### src/design/breakout_consts.svh
`ifndef BREAKOUT_CONSTS_SVH
`define BREAKOUT_CONSTS_SVH

////////////////////
// playfield walls
////////////////////
// left edge at or below this turns the ball right
`define FIELD_LEFT        10'd52
`define FIELD_RIGHT       10'd630
`define FIELD_TOP         10'd42
// bottom edge at or past this is a miss
`define BALL_MISS_Y       10'd470

// border rectangles, all bounds inclusive
`define BORDER_LEFT_X0    10'd42
`define BORDER_LEFT_X1    10'd51
`define BORDER_LEFT_Y0    10'd42
`define BORDER_LEFT_Y1    10'd471
`define BORDER_TOP_X0     10'd42
`define BORDER_TOP_X1     10'd631
`define BORDER_TOP_Y0     10'd32
`define BORDER_TOP_Y1     10'd42
`define BORDER_RIGHT_X0   10'd631
`define BORDER_RIGHT_X1   10'd640
`define BORDER_RIGHT_Y0   10'd32
`define BORDER_RIGHT_Y1   10'd480
`define BORDER_BOTTOM_X0  10'd42
`define BORDER_BOTTOM_X1  10'd631
`define BORDER_BOTTOM_Y0  10'd471
`define BORDER_BOTTOM_Y1  10'd480

`define SCREEN_WIDTH      10'd640

////////////////////
// ball and paddle
////////////////////
`define BALL_SIZE         10'd10
// ball starts moving right and up
`define BALL_START_X      10'd315
`define BALL_START_Y      10'd300
`define PADDLE_TOP        10'd460
`define PADDLE_BOTTOM     10'd465
`define PADDLE_WIDTH      10'd64
`define PADDLE_START_X    10'd288
`define MOVE_STEP         10'd1

////////////////////
// brick row
////////////////////
`define BRICK_TOP         10'd52
`define BRICK_BOTTOM      10'd62
`define BRICK_COUNT       5
`define BRICK0_LEFT       10'd60
`define BRICK1_LEFT       10'd180
`define BRICK2_LEFT       10'd300
`define BRICK3_LEFT       10'd420
`define BRICK4_LEFT       10'd540
`define BRICK0_RIGHT      10'd130
`define BRICK1_RIGHT      10'd250
`define BRICK2_RIGHT      10'd370
`define BRICK3_RIGHT      10'd490
`define BRICK4_RIGHT      10'd610

// colours as 4-bit red, green, blue
`define COLOR_BORDER      12'h0F0
`define COLOR_BALL        12'hF00
`define COLOR_PADDLE      12'hF04
`define COLOR_BRICK0      12'hF00
`define COLOR_BRICK1      12'h0F0
`define COLOR_BRICK2      12'h00F
`define COLOR_BRICK3      12'hFF0
`define COLOR_BRICK4      12'h0FF
`define COLOR_BACKGROUND  12'h000

`endif
### src/design/breakoutPkg.sv
`default_nettype none

package breakoutPkg;

    // screen coordinate, x or y
    typedef logic [9:0] coordT;

    // pixel colour
    // red in [11:8], green in [7:4], blue in [3:0]
    typedef logic [11:0] rgbT;

    // one bit per brick, set while alive
    typedef logic [4:0] brickMaskT;

    // four BCD digits
    // least significant digit in the low nibble
    typedef logic [15:0] scoreT;

endpackage

`default_nettype wire

### src/design/breakoutTop.sv
`timescale 1ns/1ps
`default_nettype none

module breakoutTop (
    input  logic                clock,
    input  logic                reset,
    input  logic                step,
    input  logic                moveLeft,
    input  logic                moveRight,
    input  breakoutPkg::coordT  pixelX,
    input  breakoutPkg::coordT  pixelY,
    output breakoutPkg::rgbT    pixelColor,
    output breakoutPkg::scoreT  score
);
    import breakoutPkg::*;

    // paddle left edge
    coordT     paddleX;
    // ball top-left corner
    coordT     ballX;
    coordT     ballY;
    brickMaskT brickAlive;

    ////////////////////
    // game state
    ////////////////////
    paddleControl paddleControl_i (
        .clock     (clock),
        .reset     (reset),
        .step      (step),
        .moveLeft  (moveLeft),
        .moveRight (moveRight),
        .paddleX   (paddleX)
    );

    // needs the paddle for the bounce test
    ballPhysics ballPhysics_i (
        .clock      (clock),
        .reset      (reset),
        .step       (step),
        .paddleX    (paddleX),
        .ballX      (ballX),
        .ballY      (ballY),
        .brickAlive (brickAlive),
        .score      (score)
    );

    ////////////////////
    // video out
    ////////////////////
    // one cycle from coordinate to colour
    pixelRenderer pixelRenderer_i (
        .clock      (clock),
        .reset      (reset),
        .pixelX     (pixelX),
        .pixelY     (pixelY),
        .ballX      (ballX),
        .ballY      (ballY),
        .paddleX    (paddleX),
        .brickAlive (brickAlive),
        .pixelColor (pixelColor)
    );

endmodule

`default_nettype wire

### src/design/pixelRenderer.sv
`timescale 1ns/1ps
`default_nettype none

`include "breakout_consts.svh"

module pixelRenderer (
    input  logic                   clock,
    input  logic                   reset,
    input  breakoutPkg::coordT     pixelX,
    input  breakoutPkg::coordT     pixelY,
    input  breakoutPkg::coordT     ballX,
    input  breakoutPkg::coordT     ballY,
    input  breakoutPkg::coordT     paddleX,
    input  breakoutPkg::brickMaskT brickAlive,
    output breakoutPkg::rgbT       pixelColor
);
    import breakoutPkg::*;

    localparam coordT brickLeft [`BRICK_COUNT] = '{
        `BRICK0_LEFT, `BRICK1_LEFT, `BRICK2_LEFT, `BRICK3_LEFT, `BRICK4_LEFT
    };
    localparam coordT brickRight [`BRICK_COUNT] = '{
        `BRICK0_RIGHT, `BRICK1_RIGHT, `BRICK2_RIGHT, `BRICK3_RIGHT, `BRICK4_RIGHT
    };
    localparam rgbT brickColor [`BRICK_COUNT] = '{
        `COLOR_BRICK0, `COLOR_BRICK1, `COLOR_BRICK2, `COLOR_BRICK3, `COLOR_BRICK4
    };

    logic      onBorder;
    logic      onBall;
    logic      onPaddle;
    brickMaskT onBrick;
    rgbT       brickPick;
    rgbT       colorNext;

    // inclusive range test
    function automatic logic inSpan(input coordT value, input coordT low, input coordT high);
        return (value >= low) && (value <= high);
    endfunction

    ////////////////////
    // region decode
    ////////////////////
    assign onBorder =
        (inSpan(pixelX, `BORDER_LEFT_X0, `BORDER_LEFT_X1)
            && inSpan(pixelY, `BORDER_LEFT_Y0, `BORDER_LEFT_Y1))
        || (inSpan(pixelX, `BORDER_TOP_X0, `BORDER_TOP_X1)
            && inSpan(pixelY, `BORDER_TOP_Y0, `BORDER_TOP_Y1))
        || (inSpan(pixelX, `BORDER_RIGHT_X0, `BORDER_RIGHT_X1)
            && inSpan(pixelY, `BORDER_RIGHT_Y0, `BORDER_RIGHT_Y1))
        || (inSpan(pixelX, `BORDER_BOTTOM_X0, `BORDER_BOTTOM_X1)
            && inSpan(pixelY, `BORDER_BOTTOM_Y0, `BORDER_BOTTOM_Y1));

    assign onBall = inSpan(pixelX, ballX, ballX + `BALL_SIZE - 10'd1)
                    && inSpan(pixelY, ballY, ballY + `BALL_SIZE - 10'd1);

    // paddle right edge drawn inclusive
    assign onPaddle = inSpan(pixelX, paddleX, paddleX + `PADDLE_WIDTH)
                      && inSpan(pixelY, `PADDLE_TOP, `PADDLE_BOTTOM);

    // dead bricks drop out here
    always_comb begin
        brickPick = `COLOR_BACKGROUND;
        for (int i = 0; i < `BRICK_COUNT; i++) begin
            onBrick[i] = brickAlive[i] && inSpan(pixelX, brickLeft[i], brickRight[i])
                         && inSpan(pixelY, `BRICK_TOP, `BRICK_BOTTOM);
        end
        for (int i = `BRICK_COUNT - 1; i >= 0; i--) begin
            if (onBrick[i]) begin
                brickPick = brickColor[i];
            end
        end
    end

    ////////////////////
    // priority and output register
    ////////////////////
    always_comb begin
        if (onBorder) begin
            colorNext = `COLOR_BORDER;
        end else if (|onBrick) begin
            colorNext = brickPick;
        end else if (onBall) begin
            colorNext = `COLOR_BALL;
        end else if (onPaddle) begin
            colorNext = `COLOR_PADDLE;
        end else begin
            colorNext = `COLOR_BACKGROUND;
        end
    end

    always_ff @(posedge clock or posedge reset) begin
        if (reset) begin
            pixelColor <= `COLOR_BACKGROUND;
        end else begin
            pixelColor <= colorNext;
        end
    end

    // game state and scan inputs must all be resolved
    colorKnown: assert property (@(posedge clock) disable iff (reset)
        !$isunknown(pixelColor))
        else $error("pixel colour unknown");

endmodule

`default_nettype wire

### src/design/ballPhysics.sv
`timescale 1ns/1ps
`default_nettype none

`include "breakout_consts.svh"

module ballPhysics (
    input  logic                   clock,
    input  logic                   reset,
    input  logic                   step,
    input  breakoutPkg::coordT     paddleX,
    output breakoutPkg::coordT     ballX,
    output breakoutPkg::coordT     ballY,
    output breakoutPkg::brickMaskT brickAlive,
    output breakoutPkg::scoreT     score
);
    import breakoutPkg::*;

    // brick spans, left and right exclusive for hits
    localparam coordT brickLeft [`BRICK_COUNT] = '{
        `BRICK0_LEFT, `BRICK1_LEFT, `BRICK2_LEFT, `BRICK3_LEFT, `BRICK4_LEFT
    };
    localparam coordT brickRight [`BRICK_COUNT] = '{
        `BRICK0_RIGHT, `BRICK1_RIGHT, `BRICK2_RIGHT, `BRICK3_RIGHT, `BRICK4_RIGHT
    };

    // 1 means right / down
    logic      dirRight;
    logic      dirDown;
    logic      dirRightNext;
    logic      dirDownNext;
    coordT     ballRight;
    coordT     ballBottom;
    coordT     paddleRight;
    coordT     ballXNext;
    coordT     ballYNext;
    brickMaskT brickHit;
    logic      anyHit;
    logic      miss;
    logic      onPaddle;
    scoreT     scoreNext;

    assign ballRight   = ballX + `BALL_SIZE - 10'd1;
    assign ballBottom  = ballY + `BALL_SIZE - 10'd1;
    assign paddleRight = paddleX + `PADDLE_WIDTH;

    assign miss     = ballBottom >= `BALL_MISS_Y;
    // ball x span fully over the paddle
    assign onPaddle = (ballBottom >= `PADDLE_TOP) && (ballX >= paddleX)
                      && (ballRight <= paddleRight);

    ////////////////////
    // brick hits
    ////////////////////
    always_comb begin
        for (int i = 0; i < `BRICK_COUNT; i++) begin
            brickHit[i] = brickAlive[i] && (ballY < `BRICK_BOTTOM)
                          && (ballX > brickLeft[i]) && (ballRight < brickRight[i]);
        end
    end

    // spans are disjoint, at most one bit set
    assign anyHit = |brickHit;

    // BCD add of one hit, ripple through digits
    always_comb begin
        logic       carry;
        logic [3:0] digit;
        carry     = anyHit;
        scoreNext = score;
        for (int d = 0; d < 4; d++) begin
            digit = score[4*d +: 4];
            if (carry) begin
                if (digit == 4'd9) begin
                    scoreNext[4*d +: 4] = 4'd0;
                end else begin
                    scoreNext[4*d +: 4] = digit + 4'd1;
                    carry = 1'b0;
                end
            end
        end
    end

    ////////////////////
    // bounce rules
    ////////////////////
    // first match wins, walls before paddle before bricks
    always_comb begin
        dirRightNext = dirRight;
        dirDownNext  = dirDown;
        if (ballX <= `FIELD_LEFT) begin
            dirRightNext = 1'b1;
        end else if (ballRight >= `FIELD_RIGHT) begin
            dirRightNext = 1'b0;
        end else if (ballY <= `FIELD_TOP) begin
            dirDownNext = 1'b1;
        end else if (onPaddle) begin
            dirDownNext = 1'b0;
        end else if (anyHit) begin
            dirDownNext = 1'b1;
        end
    end

    // one pixel per axis per step
    assign ballXNext = dirRightNext ? ballX + 10'd1 : ballX - 10'd1;
    assign ballYNext = dirDownNext  ? ballY + 10'd1 : ballY - 10'd1;

    always_ff @(posedge clock or posedge reset) begin
        if (reset) begin
            ballX      <= `BALL_START_X;
            ballY      <= `BALL_START_Y;
            dirRight   <= 1'b1;
            dirDown    <= 1'b0;
            brickAlive <= '1;
            score      <= '0;
        end else if (step) begin
            if (miss) begin
                // back to start, bricks and score untouched
                ballX    <= `BALL_START_X;
                ballY    <= `BALL_START_Y;
                dirRight <= 1'b1;
                dirDown  <= 1'b0;
            end else begin
                ballX      <= ballXNext;
                ballY      <= ballYNext;
                dirRight   <= dirRightNext;
                dirDown    <= dirDownNext;
                brickAlive <= brickAlive & ~brickHit;
                score      <= scoreNext;
            end
        end
    end

    scoreIsBcd: assert property (@(posedge clock) disable iff (reset)
        (score[3:0] <= 4'd9) && (score[7:4] <= 4'd9)
        && (score[11:8] <= 4'd9) && (score[15:12] <= 4'd9))
        else $error("score digit out of BCD range");

    // walls must keep the ball on screen
    ballOnScreen: assert property (@(posedge clock) disable iff (reset)
        ballX + `BALL_SIZE <= `SCREEN_WIDTH)
        else $error("ball left the screen");

endmodule

`default_nettype wire

### src/design/paddleControl.sv
`timescale 1ns/1ps
`default_nettype none

`include "breakout_consts.svh"

module paddleControl (
    input  logic               clock,
    input  logic               reset,
    input  logic               step,
    input  logic               moveLeft,
    input  logic               moveRight,
    output breakoutPkg::coordT paddleX
);
    import breakoutPkg::*;

    coordT paddleRight;
    coordT paddleNext;

    assign paddleRight = paddleX + `PADDLE_WIDTH;

    // left wins over right
    // stop at either screen edge
    always_comb begin
        paddleNext = paddleX;
        if (moveLeft && (paddleX > 10'd0)) begin
            paddleNext = paddleX - `MOVE_STEP;
        end else if (moveRight && (paddleRight < `SCREEN_WIDTH - `MOVE_STEP)) begin
            paddleNext = paddleX + `MOVE_STEP;
        end
    end

    always_ff @(posedge clock or posedge reset) begin
        if (reset) begin
            paddleX <= `PADDLE_START_X;
        end else if (step) begin
            paddleX <= paddleNext;
        end
    end

    paddleOnScreen: assert property (@(posedge clock) disable iff (reset)
        paddleRight <= `SCREEN_WIDTH)
        else $error("paddle past right edge");

endmodule

`default_nettype wire

### config.mk
export PLATFORM = sky130hd
export DESIGN_NAME = breakoutTop
export DESIGN_NICKNAME = d
export VERILOG_FILES = /design/src/design/breakoutPkg.sv /design/src/design/breakoutTop.sv /design/src/design/pixelRenderer.sv /design/src/design/ballPhysics.sv /design/src/design/paddleControl.sv
export VERILOG_INCLUDE_DIRS = /design/src /design/src/design
export SDC_FILE = /design/constraint.sdc
export NUM_CORES = 1
export LEC_CHECK = 0
export ABC_AREA = 1
export BUFFER_PORTS_ARGS = -buffer_cell sky130_fd_sc_hd__buf_2
export CAP_MARGIN = 20
export CORE_ASPECT_RATIO = 1.25
export CORE_MARGIN = 5
export CORE_UTILIZATION = 40
export CTS_BUF_LIST = sky130_fd_sc_hd__clkbuf_4 sky130_fd_sc_hd__clkbuf_8 sky130_fd_sc_hd__clkbuf_16
export CTS_CLUSTER_SIZE = 16
export DETAILED_ROUTE_END_ITERATION = 8
export HOLD_SLACK_MARGIN = 0.02
export PLACE_DENSITY = 0.68
export SLEW_MARGIN = 5
export SYNTH_ARGS = -nofsm -noshare
export SYNTH_HDL_FRONTEND = slang
export SYNTH_HIERARCHICAL = 1
export SYNTH_SLANG_ARGS = --single-unit
### constraint.sdc
create_clock -name clock -period 6.53 [get_ports clock]
set_input_delay 0.3265 -clock clock [delete_from_list [all_inputs] [get_ports clock]]
set_output_delay 0.3265 -clock clock [all_outputs]
set_load 0.1 [all_outputs]
==> impl_metrics.env <==
export IMPL_path_buf_inv=0
export IMPL_die_y_um=167.1
export IMPL_seqPwrFrac=0.179
export IMPL_clock_path_buffers=2
export IMPL_top_usage_layer="met2"
export IMPL_drive_above_1_share=0.1315
export IMPL_peakVddDrop_mv=0.2084
export IMPL_vias_per_cell=5.005
export IMPL_min_period_ns=4.180
export IMPL_worst_hold_slack_ns=0.4558
export IMPL_critPathMaxFanout=15
export IMPL_numCtsBuffers=9
export IMPL_grtUsageMet1=0.2095
export IMPL_path_class="reg -> reg"
export IMPL_critPathMostFrequentCell="nand2_1"
export IMPL_grt_max_degree=44
export IMPL_slew_headroom=0.3641
export IMPL_slew_viol_final=0
export IMPL_cp_arrival_ns=4.44
export IMPL_max_freq_mhz=239.2
export IMPL_tns_ns=0
export IMPL_finalClockSkew_ns=0.01093
export IMPL_ioPinCount=53
export IMPL_maxCapViolCount=0
export IMPL_grt_usage=0.1808
export IMPL_synthesis_area_mm2=0.007896
export IMPL_hold_class="in -> reg"
export IMPL_finalSetupViolations=0
export IMPL_routabilityCongestion=0.9451
export IMPL_ys_types=50
export IMPL_synth_seq_cells=57
export IMPL_fp_dieArea_mm2=0.02267
export IMPL_rows=57
export IMPL_crit_chain="ha_1, nand2_2, nand2_2, nand2_1, nand2_2, nand3_1, nor2_1, nand2_1, nand2_1, nand2_1, nor2_2, nand3_1, nand2_1, nand2_1, nand2_2, ha_1, a21oi_1, o221ai_1, a21oi_1, o21bai_1, a21oi_1, o21ai_0, a21oi_1, o21bai_1"
export IMPL_p_leak_nw=4.625
export IMPL_drt_pass1_iter_count=5
export IMPL_nets=1385
export IMPL_overflow=0
export IMPL_area_growth_pct=9.761
export IMPL_cts_sinks=57
export IMPL_postPlaceCellArea_mm2=0.008341
export IMPL_power_frac_comb=0.709
export IMPL_powerDensity_mw_per_mm2=525.7
export IMPL_worstHoldPathCells=6
export IMPL_num_fill_cells=2046
export IMPL_cts_resized=0
export IMPL_yosysSeqAreaShare=0.1835
export IMPL_reg2regPathDepth=24
export IMPL_ys_warn_count=6
export IMPL_synth_edf_count=0
export IMPL_core_area_mm2=0.01947
export IMPL_netlist_area_leader_share=0.1695
export IMPL_insertedDiodeCount=0
export IMPL_hpwl_mm=15.92
export IMPL_final_area_mm2=0.008667
export IMPL_status="finished, final reports clean"
export IMPL_startpoint_type="flip-flop"
export IMPL_antenna_found_initial=0
export IMPL_vias=7607
export IMPL_power_switching_mw=2.531
export IMPL_rsz0062_at_grt="no"
export IMPL_grtUsageMet2=0.3330
export IMPL_critical_path_required_ns=6.79
export IMPL_async_reset_ff_frac=1.000
export IMPL_clkPwrFrac=0.112
export IMPL_final_antenna_net_count=0
export IMPL_cp_slowest_cell="dfstp_2"
export IMPL_crit_cells=24
export IMPL_synth_area_leaders="ha_1, nand2_1, dfrtp_1, inv_1, dfstp_2"
export IMPL_dp_worst_setup_slack_ns=2.407
export IMPL_syn_avg_cell_area_um2=6.548
export IMPL_routed_wl_mm=20.40
export IMPL_port_buffers=52
export IMPL_syn_nets=1341
export IMPL_met3_usage=0.02354
export IMPL_cts_tree="built"
export IMPL_fp_dieW_um=135.7
export IMPL_grt_pass1_wl_mm=33.93
export IMPL_synth_largest_area_cell="ha_1"
export IMPL_post_drt_wl_per_cell_um=13.42
export IMPL_cts_setup_buffers=0
export IMPL_drc=0
export IMPL_layout_commonest_cell="nand2_1"
export IMPL_cts_max_level=3
export IMPL_p_int_mw=2.025
export IMPL_insertion_delay_ns=0.33
export IMPL_cp_top_family="simple AND/OR/NAND/NOR gates"
export IMPL_layout_common_cells="nand2_1, inv_1, nor2_1, ha_1, nand3_1"
export IMPL_max_stage_delay_ns=0.69
export IMPL_fin_ws_ns=2.350
export IMPL_finalHoldViolations=0
export IMPL_grt_pass1_vias=7263
export IMPL_drt_iter0_markers=379
export IMPL_p_sw_frac=0.5556
export IMPL_worst_slew_pin_slew_ns=0.9539
export IMPL_initial_core_util=0.4056
export IMPL_clk_pin_slew_ns=0.06
export IMPL_min_period_over_period=0.6402
export IMPL_cts_root_buf="clkbuf_16"
export IMPL_synth_ff_type="dfrtp_1"
export IMPL_syn_instance_count=1206
export IMPL_end_kind="flip-flop"
## per-stage QoR
stage               total power, mW  std cells  utilization
floorplan                     3.352       1206            -
global placement              3.962       1503       0.4284
detailed placement            4.026       1503       0.4284
CTS                           4.564       1520       0.4452
global route                  5.105       1520       0.4452
finish                        4.556       1520       0.4452
## metal layers
metal  vias to the layer above  share of wire  wire length (um)
met5                         -              0                 0
met4                         0          0.030               611
met3                        42          0.034               702
met2                       146           0.51             10450
met1                      3415           0.42              8639
li1                       4004              -                 -
## flip-flops by register name (all words and copies together), names as in the netlist
register                    cells
ballPhysics_i/dirDown           1
ballPhysics_i/score            16
ballPhysics_i/ballX            10
ballPhysics_i/ballY            10
paddleControl_i/paddleX        10
ballPhysics_i/brickAlive        5
ballPhysics_i/dirRight          1
pixelRenderer_i/pixelColor      4
## synthesized netlist by cell type, types with 10 or more instances
master and count:
nand4_1 23, ha_1 107, nand2_2 25, nand3_2 10, nor2_2 11, dfstp_2 18
inv_2 12, a21oi_1 68, xor2_1 40, o21ai_0 38, nor2_1 114, nand3_1 88
nand2_1 296, inv_1 186, buf_4 12, xnor2_1 10, nor3_1 15, dfrtp_1 39
o22ai_1 11
## worst reg2reg max path, cell delays in order, from the launching register on
cell	delay, ns
dfstp_2	0.69
ha_1	0.23
nand2_2	0.09
nand2_2	0.14
nand2_1	0.07
nand2_2	0.12
nand3_1	0.17
nor2_1	0.15
nand2_1	0.08
nand2_1	0.08
nand2_1	0.06
nor2_2	0.20
nand3_1	0.12
nand2_1	0.08
nand2_1	0.07
nand2_2	0.23
ha_1	0.34
a21oi_1	0.20
o221ai_1	0.15
a21oi_1	0.22
o21bai_1	0.09
a21oi_1	0.16
o21ai_0	0.09
a21oi_1	0.15
o21bai_1	0.11
## layout make-up
cell class | count | area [um^2] | area share
Multi-Input combinational cell | 930 | 5552 | 0.6405
Clock inverter | 6 | 83.83 | 0.009672
Inverter | 199 | 748.2 | 0.08633
Clock buffer | 10 | 232.7 | 0.02685
Sequential cell | 57 | 1449 | 0.1672
Timing Repair Buffer | 53 | 270.3 | 0.03118
Tap cell | 265 | 331.6 | 0.03826
## timing repair
item                                    4_1_cts  5_1_grt
endpoints found under the setup margin        0        0
hold buffers                                  1        0
hold endpoints to repair                      4        0
## logic make-up after synthesis
family / Yosys count / synth area share
buffers and inverters: 219 / 0.1135
AOI/OAI and AO/OA: 163 / 0.1214
and+or+nand+nor: 607 / 0.3491
adders and majority gates: 110 / 0.1772
xor gates and xnor gates: 50 / 0.05546
DFF: 57 / 0.1835
## path summary, 6_finish.rpt
path / to / slack [ns] / from
max in group asynchronous: ballPhysics_i/ballX[2] / 5.10 / reset
setup / recovery: ballPhysics_i/ballY[7] / 2.35 / ballPhysics_i/ballX[0]
hold / removal: paddleControl_i/paddleX[5] / 0.46 / moveRight
min in group asynchronous: pixelRenderer_i/pixelColor[7] / 0.50 / reset
hold reg to reg: ballPhysics_i/brickAlive[0] / 0.48 / ballPhysics_i/brickAlive[0]
setup reg to reg: ballPhysics_i/ballY[7] / 2.35 / ballPhysics_i/ballX[0]
## power groups by stage
| stage | combinational [mW] | clock (mW) | sequential, mW |
|---|---|---|---|
| 2_1_floorplan | 2.53 | 0 | 0.825 |
| 3_3_place_gp | 3.15 | 0 | 0.815 |
| 3_5_place_dp | 3.20 | 0 | 0.821 |
| 4_1_cts | 3.23 | 0.521 | 0.814 |
| 5_1_grt | 3.72 | 0.537 | 0.844 |
| 6_report | 3.23 | 0.508 | 0.815 |
Power figures use the tool's default switching activity.
